`src/verilog/mmu_tx_regs_pkg.sv`:
```
// **********************************************************
// address map and port types of the tx mmu register block
// block id and ddr channel count are fixed for every instance
// **********************************************************
`default_nettype none

package mmu_tx_regs_pkg;

        // address is block id on top, then a zero field, group and word offset
        localparam int addr_w = 24;
        localparam int data_w = 32;
        localparam int id_w = 12;
        localparam int off_w = 7;
        localparam int grp_lsb = off_w;
        localparam int zero_w = addr_w - id_w - 2 - off_w;
        localparam logic [id_w-1:0] mmu_tx_cm_id = 12'h001;

        localparam int ddr_num = 4;
        localparam int beat_w = 11;
        localparam logic [beat_w-1:0] beat_init = 11'h350;
        localparam int cnt_num = 14;

        // word offsets inside a group
        localparam logic [off_w-1:0] cfg_off = 7'h00;
        localparam logic [off_w-1:0] err_off = 7'h00;
        localparam logic [off_w-1:0] sts_pkt_sta = 7'h00;
        localparam logic [off_w-1:0] sts_hacc_sn = 7'h01;
        localparam logic [off_w-1:0] sts_ddr_rsp_sn = 7'h0c;
        localparam logic [off_w-1:0] sts_seq_info = 7'h0d;
        localparam logic [off_w-1:0] sts_beat_bd = 7'h0e;

        typedef logic [data_w-1:0] reg_word_t;
        typedef logic [beat_w-1:0] beat_t;

        typedef enum logic [1:0] {
                grp_cfg = 2'd0,
                grp_err = 2'd1,
                grp_sts = 2'd2,
                grp_cnt = 2'd3
        } reg_group_e;

        typedef struct packed {
                logic rd;
                logic wr;
                logic [addr_w-1:0] addr;
                reg_word_t wdata;
        } cpu_req_t;

        typedef struct packed {
                reg_word_t pkt_sta;
                logic [10:0] hacc_sn;
                logic [10:0] ddr_rsp_sn;
                logic [2:0] seq_info;
                beat_t online_beat;
                logic [5:0] bd_sta;
        } tx_status_t;

        // field order gives the counter index, tx_cnt is counter 0
        typedef struct packed {
                logic [ddr_num-1:0] rsp_ok;
                logic [ddr_num-1:0] send_ok;
                logic tx2rx_bd_wen;
                logic kernel_bd_wen;
                logic ddr_rsp;
                logic rxffc_wr;
                logic inq_fifo_rd;
                logic tx_cnt;
        } cnt_event_t;

        function automatic logic blk_match(input logic [addr_w-1:0] addr);
                return (addr[addr_w-1 -: id_w] == mmu_tx_cm_id) &&
                       (addr[grp_lsb+2 +: zero_w] == '0);
        endfunction

        function automatic reg_group_e addr_group(input logic [addr_w-1:0] addr);
                return reg_group_e'(addr[grp_lsb +: 2]);
        endfunction

        function automatic logic [off_w-1:0] addr_off(input logic [addr_w-1:0] addr);
                return addr[off_w-1:0];
        endfunction

endpackage

`default_nettype wire
```
`src/verilog/mmu_tx_cnt_bank.sv`:
```
// **********************************************************
// fourteen wrapping event counters with first read stage
// cnt_clr is a level and beats any increment
// **********************************************************
`default_nettype none
`timescale 1ns/1ns

module mmu_tx_cnt_bank (
        input  wire                                clk_sys,
        input  wire                                rst,
        input  wire mmu_tx_regs_pkg::cpu_req_t     cpu_req,
        input  wire mmu_tx_regs_pkg::cnt_event_t   events,
        input  wire                                cnt_clr,
        output mmu_tx_regs_pkg::reg_word_t         cnt_word
);

        localparam int cnt_num = mmu_tx_regs_pkg::cnt_num;

        logic [cnt_num-1:0] ev;
        logic [mmu_tx_regs_pkg::off_w-1:0] off;
        mmu_tx_regs_pkg::reg_word_t cnt_q [cnt_num];
        mmu_tx_regs_pkg::reg_word_t cnt_sel;

        // struct field order already matches the counter index
        assign ev = events;
        assign off = mmu_tx_regs_pkg::addr_off(cpu_req.addr);

        always_ff @(posedge clk_sys or posedge rst) begin
                if (rst) begin
                        for (int i = 0; i < cnt_num; i++) begin
                                cnt_q[i] <= '0;
                        end
                end else if (cnt_clr) begin
                        for (int i = 0; i < cnt_num; i++) begin
                                cnt_q[i] <= '0;
                        end
                end else begin
                        for (int i = 0; i < cnt_num; i++) begin
                                if (ev[i]) begin
                                        cnt_q[i] <= cnt_q[i] + 1'b1;
                                end
                        end
                end
        end

        // offsets past the last counter read zero
        always_comb begin
                cnt_sel = '0;
                for (int i = 0; i < cnt_num; i++) begin
                        if (int'(off) == i) begin
                                cnt_sel = cnt_q[i];
                        end
                end
        end

        always_ff @(posedge clk_sys) begin
                cnt_word <= cnt_sel;
        end

        for (genvar g = 0; g < cnt_num; g++) begin : g_step_chk
                a_cnt_step: assert property (@(posedge clk_sys) disable iff (rst)
                        !$past(cnt_clr) |->
                        (mmu_tx_regs_pkg::reg_word_t'(cnt_q[g] - $past(cnt_q[g])) <= 32'd1));
        end

endmodule

`default_nettype wire

```
`src/verilog/mmu_tx_ctrl_regs.sv`:
```
// **********************************************************
// cfg, sticky error and status words with first read stage
// only offset 0 is mapped in the cfg and err groups
// **********************************************************
`default_nettype none
`timescale 1ns/1ns

module mmu_tx_ctrl_regs (
        input  wire                                clk_sys,
        input  wire                                rst,
        input  wire mmu_tx_regs_pkg::cpu_req_t     cpu_req,
        input  wire mmu_tx_regs_pkg::tx_status_t   status,
        input  wire mmu_tx_regs_pkg::reg_word_t    err_flags,
        output mmu_tx_regs_pkg::beat_t             online_beat,
        output mmu_tx_regs_pkg::reg_word_t         ctrl_word,
        output mmu_tx_regs_pkg::reg_group_e        group_sel
);

        logic [mmu_tx_regs_pkg::off_w-1:0] off;
        mmu_tx_regs_pkg::reg_group_e grp;
        logic wr_hit;
        logic cfg_wr;
        logic err_wr;
        mmu_tx_regs_pkg::reg_word_t err_q;
        mmu_tx_regs_pkg::reg_word_t err_clr;
        mmu_tx_regs_pkg::reg_word_t sts_word;
        mmu_tx_regs_pkg::reg_word_t sel_word;

        assign off = mmu_tx_regs_pkg::addr_off(cpu_req.addr);
        assign grp = mmu_tx_regs_pkg::addr_group(cpu_req.addr);

        // **********************************************************
        // write side
        // **********************************************************
        assign wr_hit = cpu_req.wr && mmu_tx_regs_pkg::blk_match(cpu_req.addr);
        assign cfg_wr = wr_hit && (grp == mmu_tx_regs_pkg::grp_cfg) &&
                        (off == mmu_tx_regs_pkg::cfg_off);
        assign err_wr = wr_hit && (grp == mmu_tx_regs_pkg::grp_err) &&
                        (off == mmu_tx_regs_pkg::err_off);
        assign err_clr = err_wr ? cpu_req.wdata : '0;

        always_ff @(posedge clk_sys or posedge rst) begin
                if (rst) begin
                        online_beat <= mmu_tx_regs_pkg::beat_init;
                end else if (cfg_wr) begin
                        online_beat <= cpu_req.wdata[mmu_tx_regs_pkg::beat_w-1:0];
                end
        end

        // set has priority over a write-1 clear in the same cycle
        always_ff @(posedge clk_sys or posedge rst) begin
                if (rst) begin
                        err_q <= '0;
                end else begin
                        err_q <= (err_q & ~err_clr) | err_flags;
                end
        end

        // **********************************************************
        // read side
        // **********************************************************
        always_comb begin
                case (off)
                        mmu_tx_regs_pkg::sts_pkt_sta:
                                sts_word = status.pkt_sta;
                        mmu_tx_regs_pkg::sts_hacc_sn:
                                sts_word = {21'd0, status.hacc_sn};
                        mmu_tx_regs_pkg::sts_ddr_rsp_sn:
                                sts_word = {21'd0, status.ddr_rsp_sn};
                        mmu_tx_regs_pkg::sts_seq_info:
                                sts_word = {29'd0, status.seq_info};
                        mmu_tx_regs_pkg::sts_beat_bd:
                                sts_word = {5'd0, status.online_beat, 10'd0, status.bd_sta};
                        default:
                                sts_word = '0;
                endcase
        end

        // counter group is served by the counter bank
        always_comb begin
                sel_word = '0;
                case (grp)
                        mmu_tx_regs_pkg::grp_cfg: begin
                                if (off == mmu_tx_regs_pkg::cfg_off) begin
                                        sel_word = mmu_tx_regs_pkg::reg_word_t'(online_beat);
                                end
                        end
                        mmu_tx_regs_pkg::grp_err: begin
                                if (off == mmu_tx_regs_pkg::err_off) begin
                                        sel_word = err_q;
                                end
                        end
                        mmu_tx_regs_pkg::grp_sts: begin
                                sel_word = sts_word;
                        end
                        default: begin
                                sel_word = '0;
                        end
                endcase
        end

        always_ff @(posedge clk_sys or posedge rst) begin
                if (rst) begin
                        group_sel <= mmu_tx_regs_pkg::grp_cfg;
                end else begin
                        group_sel <= grp;
                end
        end

        always_ff @(posedge clk_sys) begin
                ctrl_word <= sel_word;
        end

        a_rd_wr_excl: assert property (@(posedge clk_sys) disable iff (rst)
                !(cpu_req.rd && cpu_req.wr));

endmodule

`default_nettype wire

```
`src/verilog/mmu_tx_rd_mux.sv`:
```
// **********************************************************
// block match, second read stage and read-valid strobe
// rd_data is only meaningful while rd_valid is high
// **********************************************************
`default_nettype none
`timescale 1ns/1ns

module mmu_tx_rd_mux (
        input  wire                                clk_sys,
        input  wire                                rst,
        input  wire mmu_tx_regs_pkg::cpu_req_t     cpu_req,
        input  wire mmu_tx_regs_pkg::reg_word_t    ctrl_word,
        input  wire mmu_tx_regs_pkg::reg_word_t    cnt_word,
        input  wire mmu_tx_regs_pkg::reg_group_e   group_sel,
        output mmu_tx_regs_pkg::reg_word_t         rd_data,
        output logic                               rd_valid
);

        logic rd_q;
        logic blk_q;

        // runs alongside the first word stage
        always_ff @(posedge clk_sys or posedge rst) begin
                if (rst) begin
                        rd_q <= 1'b0;
                        blk_q <= 1'b0;
                end else begin
                        rd_q <= cpu_req.rd;
                        blk_q <= mmu_tx_regs_pkg::blk_match(cpu_req.addr);
                end
        end

        always_ff @(posedge clk_sys or posedge rst) begin
                if (rst) begin
                        rd_data <= '0;
                        rd_valid <= 1'b0;
                end else begin
                        rd_valid <= rd_q;
                        if (!blk_q) begin
                                rd_data <= '0;
                        end else if (group_sel == mmu_tx_regs_pkg::grp_cnt) begin
                                rd_data <= cnt_word;
                        end else begin
                                rd_data <= ctrl_word;
                        end
                end
        end

        a_rd_lat: assert property (@(posedge clk_sys) disable iff (rst)
                cpu_req.rd |-> ##2 rd_valid);

        a_no_spurious_vld: assert property (@(posedge clk_sys) disable iff (rst)
                rd_valid |-> $past(cpu_req.rd, 2));

endmodule

`default_nettype wire

```
`src/verilog/mmu_tx_regs.sv`:
```
// **********************************************************
// tx mmu register block top, no back-pressure on the cpu port
// rd and wr are single-cycle strobes, never both at once
// **********************************************************
`default_nettype none
`timescale 1ns/1ns

module mmu_tx_regs (
        input  wire                                clk_sys,
        input  wire                                rst,
        input  wire mmu_tx_regs_pkg::cpu_req_t     cpu_req,
        input  wire mmu_tx_regs_pkg::tx_status_t   status,
        input  wire mmu_tx_regs_pkg::reg_word_t    err_flags,
        input  wire mmu_tx_regs_pkg::cnt_event_t   events,
        input  wire                                cnt_clr,
        output mmu_tx_regs_pkg::beat_t             online_beat,
        output mmu_tx_regs_pkg::reg_word_t         rd_data,
        output logic                               rd_valid
);

        // first stage words
        mmu_tx_regs_pkg::reg_word_t ctrl_word;
        mmu_tx_regs_pkg::reg_word_t cnt_word;
        mmu_tx_regs_pkg::reg_group_e group_sel;

        mmu_tx_ctrl_regs ctrl_regs_i (
                .clk_sys     (clk_sys),
                .rst         (rst),
                .cpu_req     (cpu_req),
                .status      (status),
                .err_flags   (err_flags),
                .online_beat (online_beat),
                .ctrl_word   (ctrl_word),
                .group_sel   (group_sel)
        );

        mmu_tx_cnt_bank cnt_bank_i (
                .clk_sys  (clk_sys),
                .rst      (rst),
                .cpu_req  (cpu_req),
                .events   (events),
                .cnt_clr  (cnt_clr),
                .cnt_word (cnt_word)
        );

        mmu_tx_rd_mux rd_mux_i (
                .clk_sys   (clk_sys),
                .rst       (rst),
                .cpu_req   (cpu_req),
                .ctrl_word (ctrl_word),
                .cnt_word  (cnt_word),
                .group_sel (group_sel),
                .rd_data   (rd_data),
                .rd_valid  (rd_valid)
        );

endmodule

`default_nettype wire

```
`config.mk`:
```
export PLATFORM = sky130hd
export DESIGN_NAME = mmu_tx_regs
export DESIGN_NICKNAME = d
export VERILOG_FILES = /design/src/verilog/mmu_tx_regs_pkg.sv /design/src/verilog/mmu_tx_cnt_bank.sv /design/src/verilog/mmu_tx_ctrl_regs.sv /design/src/verilog/mmu_tx_rd_mux.sv /design/src/verilog/mmu_tx_regs.sv
export SDC_FILE = /design/constraint.sdc
export NUM_CORES = 2
export LEC_CHECK = 0
export BUFFER_PORTS_ARGS = -buffer_cell sky130_fd_sc_hd__buf_2
export CORE_AREA = 5 5 360 362
export DETAILED_ROUTE_END_ITERATION = 7
export DIE_AREA = 0 0 365 367
export PLACE_DENSITY = 0.37
export SLEW_MARGIN = 20
export SYNTH_ARGS = -nofsm -noshare
export SYNTH_HDL_FRONTEND = slang
export SYNTH_SLANG_ARGS = --single-unit
```
`constraint.sdc`:
```
create_clock -name clk_sys -period 18.1 [get_ports clk_sys]
set_input_delay 1.81 -clock clk_sys [delete_from_list [all_inputs] [get_ports clk_sys]]
set_output_delay 1.81 -clock clk_sys [all_outputs]
set_load 0.01 [all_outputs]
```
Word-level counts from Yosys, hierarchy flattened
Cells that the tools add are included.
- bits in registers: 592
- output and inout port bits: 44
- logic and storage cells: 121
- input bits: 181
- bitwise gates (word level): 3
- eq/ne operators: 21
- multiplexer cells: 36
- add/sub/neg operators: 14
- reduce and logical (&&, ||, !) cells: 24
- operator list (kind ; number):
    $mux W32 ; 32
    $add A32 B1 Y32 const B ; 14
    $mux W448 ; 1
    $pmux W32 S5 ; 1
    $pmux W32 S3 ; 1
    $eq A7 B4 Y1 const B ; 7
    $eq A7 B5 Y1 const B ; 6
    $and A32 B32 Y32 ; 1
    $not A32 Y32 ; 1
    $or A32 B32 Y32 ; 1
    $reduce_bool A2 Y1 ; 14
    $eq A7 B3 Y1 const B ; 2
    $logic_not A7 Y1 ; 2
    $eq A12 B1 Y1 const B ; 1
    $mux W11 ; 1
    $eq A7 B1 Y1 const B ; 1
    $eq A7 B2 Y1 const B ; 1
    $logic_and A1 B1 Y1 ; 6
    $eq A2 B2 Y1 const B ; 2
    $logic_not A3 Y1 ; 1
    $eq A2 B1 Y1 const B ; 1
    $logic_not A2 Y1 ; 1

Depth between registers and ports, before layout
- depth after elaboration: 15
- mapped depth: 9
- gate-level depth less buffers: 6

By module
A second synthesis with hierarchy kept.
- cells, all modules: 3333
- area, all modules: 31806.8 um^2
- modules (own cells, without submodules) (module ; cells an instance ; seq. area each (um^2) ; times used ; area each (um^2)):
    mmu_tx_cnt_bank ; 2867 ; 11851.4 ; 1 ; 26766.9
    mmu_tx_ctrl_regs ; 312 ; 1771.7 ; 1 ; 3313.2
    mmu_tx_rd_mux ; 154 ; 875.8 ; 1 ; 1726.7

Least setup slack after synthesis
No wires, ideal clock.
- path type: input-to-reg
- start: input port cpu_req[38] in the netlist's numbering
- end: register cnt_bank_i.cnt_word[6]
- arrival: 3395 ps
- library setup time: 125 ps
- path slack: 14580 ps
- data required time: 17975 ps
- cell stages on the path: 5
- path buffers: 1
- cells stage by stage: buf_4 > or4b_2 > or4b_2 > o221ai_1 > a31oi_1
- word-level cells in the longest chain between the ends: 15
- elaborated cells between the ends (all ways): 28
- those cells by class: eq/ne: 13; mux: 14; reduce/logical: 1
- ends and longest elaborated chain (what ; RTL line ; text):
    from (decl) ; mmu_tx_regs.sv:11 ; input wire mmu_tx_regs_pkg::cpu_req_t cpu_req,
    $logic_not A7 Y1 ; mmu_tx_cnt_bank.sv:50 ; if (int'(off) == i) begin
    $mux W32 (13 in a row) ; mmu_tx_cnt_bank.sv:50 ;
    $mux W32 (*) ; mmu_tx_cnt_bank.sv:50 ;
    named net cnt_bank_i.cnt_sel[6] ; mmu_tx_cnt_bank.sv:22 ; mmu_tx_regs_pkg::reg_word_t cnt_sel;
    to (signal assigned) ; mmu_tx_cnt_bank.sv:57 ; cnt_word <= cnt_sel;
    to (decl) ; mmu_tx_cnt_bank.sv:14 ; output mmu_tx_regs_pkg::reg_word_t cnt_word
The timed path passes the listed nets; every way through them passes the cells marked *.
A chain may end at the register's enable or synchronous reset.

Final worst setup path
- start: input port cpu_req[32] in the netlist's numbering
- end: register cnt_bank_i.cnt_word[27]
The elaborated chain is that of the path after synthesis.

==> metrics <==
status=finished, final reports clean; Seq/Total Area, Yosys=46.49%; number of flops mapped to enable cells by yosys=0; total track usage=17.93%; Crit Path Category=in -> reg; GRT overflow=0; layout cells sized above 1=14.51%; DP Worst Slack=12750 ps; ys flop type=dfrtp_1; CP bufs+invs=3; post-route DRC violation count=0; Setup Skew=26.99 ps; Vias/cell=4.928; Yosys warning count=0; Synth Area per Inst=9.485 um^2; final setup TNS=0 ps; vias in the first global route=25.20k; die area=134000 um^2; fin worst setup slack=13460 ps; Die Ht=367 um; Layout fillers=13.37k; synth unique cells=80; Syn Inst Count=3288; RSZ-0062 raised after global routing=false; Syn Nets=3483; post-synthesis sequential element count=592; CP max stage cell=buf_4; DR iter-0 viols=2016; clk buf depth=3; post-cts sizing count=0; cts hold-fix bufs=0; CP arrival=5110 ps; clk root buf=clkbuf_16; DP HPWL=90010 um; CTS clock-pin slew for the worst setup and hold paths=60 ps; Setup crit end kind=flop; fin crit share=25.65%; worst skew pair latency=650 ps; worst path cell trace=clkbuf_8, buf_4, buf_4, mux4_2, nor2_1, nor4_1, o32ai_1, a222oi_1; GP Congestion=0.8305; port buffer count=224; # clock sinks=592; Post-DRT Antenna Nets=0; Crit path max-delay family=buffers and inverters; Mapped Area=31190 um^2; Max Cap Violations=0; area share of the largest cell type after synthesis=42.05%; crit path max fanout=46; DR WL/cell=23.80 um; cell mode on critical path=buf_4; die width=365 um; worst hold path class=reg -> reg; hold violation count in the final report=0; first-pass iteration count of the detailed router=8; Setup Viol. Count Final=0; Slowest Stage Delay on Critical Path=670 ps; pin count of the biggest net entering global routing=136; Design Power=3.054 mW; Worst Max-Slew Pin Slew=1161 ps; CTS tree=done; Slew HR=22.53%; most frequent cells in the layout=dfrtp_1 (524), nor2_1 (491), nand2_1 (290); area grow syn2layout=17.28%; antenna violations before repair=22; crit start category=input port; cell taking the most area after synthesis=dfrtp_1; CTS Buf Count=78; minimum clock period=4643 ps; first-pass GRT wire length=180700 um; Req. time, crit path=18570 ps; via count=25.51k; num rows=131; final wirelength=123200 um; starting density of the core=24.68%; nets=3642; # H-tree levels=3; Power Dens Cells=83.51 nW/um^2; Final Max Slew Viols=0; core area=126400 um^2; Async S/R FF share, synth=89.19%; fmax=0.2154 GHz; # IOs=225; top cells by area, synth=dfrtp_1 (42%), nor2_1 (5.9%), xnor2_1 (5.5%); peak supply drop=57.64 uV; Leakage=14.40 nW; post-CTS setup buffer count=0; commonest non-fill, non-tap cell in the layout=dfrtp_1
[worst reg2reg max path, cell delays in order (launching register included)]
cell     delay (ps)
dfrtp_1         470
nand4_1         250
nor4_2          630
nand4_1         390
nor3_1          510
mux2_2          390
[final cells by class]
type,instances,area [um^2],share of cell area [%]
diodes,7,17.52,0.04789
clock inverters,17,163.9,0.4482
well taps,1662,2079,5.686
inverters,64,247.7,0.6774
multi-input cells,2440,15690,42.90
repair buffers,271,1508,4.122
clock buffers,124,2370,6.479
flip-flops and latches,592,14500,39.64
[flip-flops by register name (all words and copies together) (netlist names)]
| name | flops |
|---|---|
| rd_mux_i.rd_data | 32 |
| rd_mux_i.blk_q | 1 |
| cnt_bank_i.cnt_word | 32 |
| ctrl_regs_i.group_sel | 2 |
| ctrl_regs_i.err_q | 32 |
| ctrl_regs_i.ctrl_word | 32 |
| rd_mux_i.rd_valid | 1 |
| rd_mux_i.rd_q | 1 |
| ctrl_regs_i.online_beat | 11 |
| cnt_bank_i.cnt_q | 448 |
[final timing paths]
path | depth (start not counted) | slack (ps) | endpoint | from
max in group asynchronous | 4 | 14570 | cnt_bank_i.cnt_q[73]$_DFFE_PP0P_ | rst
min | 0 | 350 | rd_mux_i.rd_valid$_DFF_PP0_ | rd_mux_i.rd_q$_DFF_PP0_
max reg2reg | 5 | 15370 | cnt_bank_i.cnt_q[191]$_DFFE_PP0P_ | cnt_bank_i.cnt_q[165]$_DFFE_PP0P_
min reg2reg | 0 | 350 | rd_mux_i.rd_valid$_DFF_PP0_ | rd_mux_i.rd_q$_DFF_PP0_
max | 8 | 13460 | cnt_bank_i.cnt_word[27]$_DFF_P_ | cpu_req[32]
min in group asynchronous | 2 | 1280 | ctrl_regs_i.err_q[25]$_DFF_PP0_ | rst
[metrics by stage]
step                      area (um^2)  util (%)  hold slack (ps)  std cells
after floorplan                 31190         -            331.2       3288
after global placement          34010     26.91            332.8       5029
after detailed placement        34010     26.92            343.6       5029
after CTS                       36550     28.92            356.2       5170
after global routing            36560     28.93            374.3       5172
final                           36570     28.94            352.9       5177
[cells by family after synthesis]
| family | count (synthesis) | synth area share, % |
|---|---|---|
| mux | 147 | 6.371 |
| fa+ha+maj | 14 | 0.5617 |
| simple gates | 1475 | 23.39 |
| compound gates | 425 | 9.123 |
| flops | 592 | 46.49 |
| buf+inv | 256 | 3.418 |
| xor+xnor | 379 | 10.64 |
[Yosys cell counts, types with 6 or more instances]
cell       number
nand3_1       132
nand2b_1        9
nor2_1        494
and4_1         61
mux2i_1        68
a221o_1         8
xnor2_1       197
o22ai_1        23
o211ai_1        7
nor4_1         62
nor3b_1         6
ha_1           14
a21oi_1        86
nand4_1       139
buf_1          15
o2bb2ai_1      18
buf_4          10
buf_2          38
o221ai_1        7
inv_1          62
or3_1          57
clkbuf_1      125
and2_1         17
a31oi_1        12
mux4_2         37
and3_1         48
mux2_2         42
a21boi_0       32
o21ai_0        85
dfxtp_1        64
a22oi_1        38
nor2b_1        19
nand2_1       290
a221oi_1       27
a211oi_1       12
xor2_1        182
nor3_1         98
a21o_1         35
dfrtp_1       524
or4_1           9
[routing by layer]
layer	vias up	GRT usage [%]	wire length, um	part of all wire [%]
li1	11990	-	-	-
met1	12650	24.85	56540	46
met2	695	28.46	55830	45
met3	167	3.696	7684	6.2
met4	16	4.782	3037	2.5
met5	-	0	113	0.092
[where the power goes]
part / internal (mW) / switching, mW / total, mW
Sequential: 1.33 / 0.0142 / 1.34
Clock: 0.925 / 0.626 / 1.55
Combinational: 0.0453 / 0.114 / 0.159
Note: power is estimated with default switching activity, not from simulation.
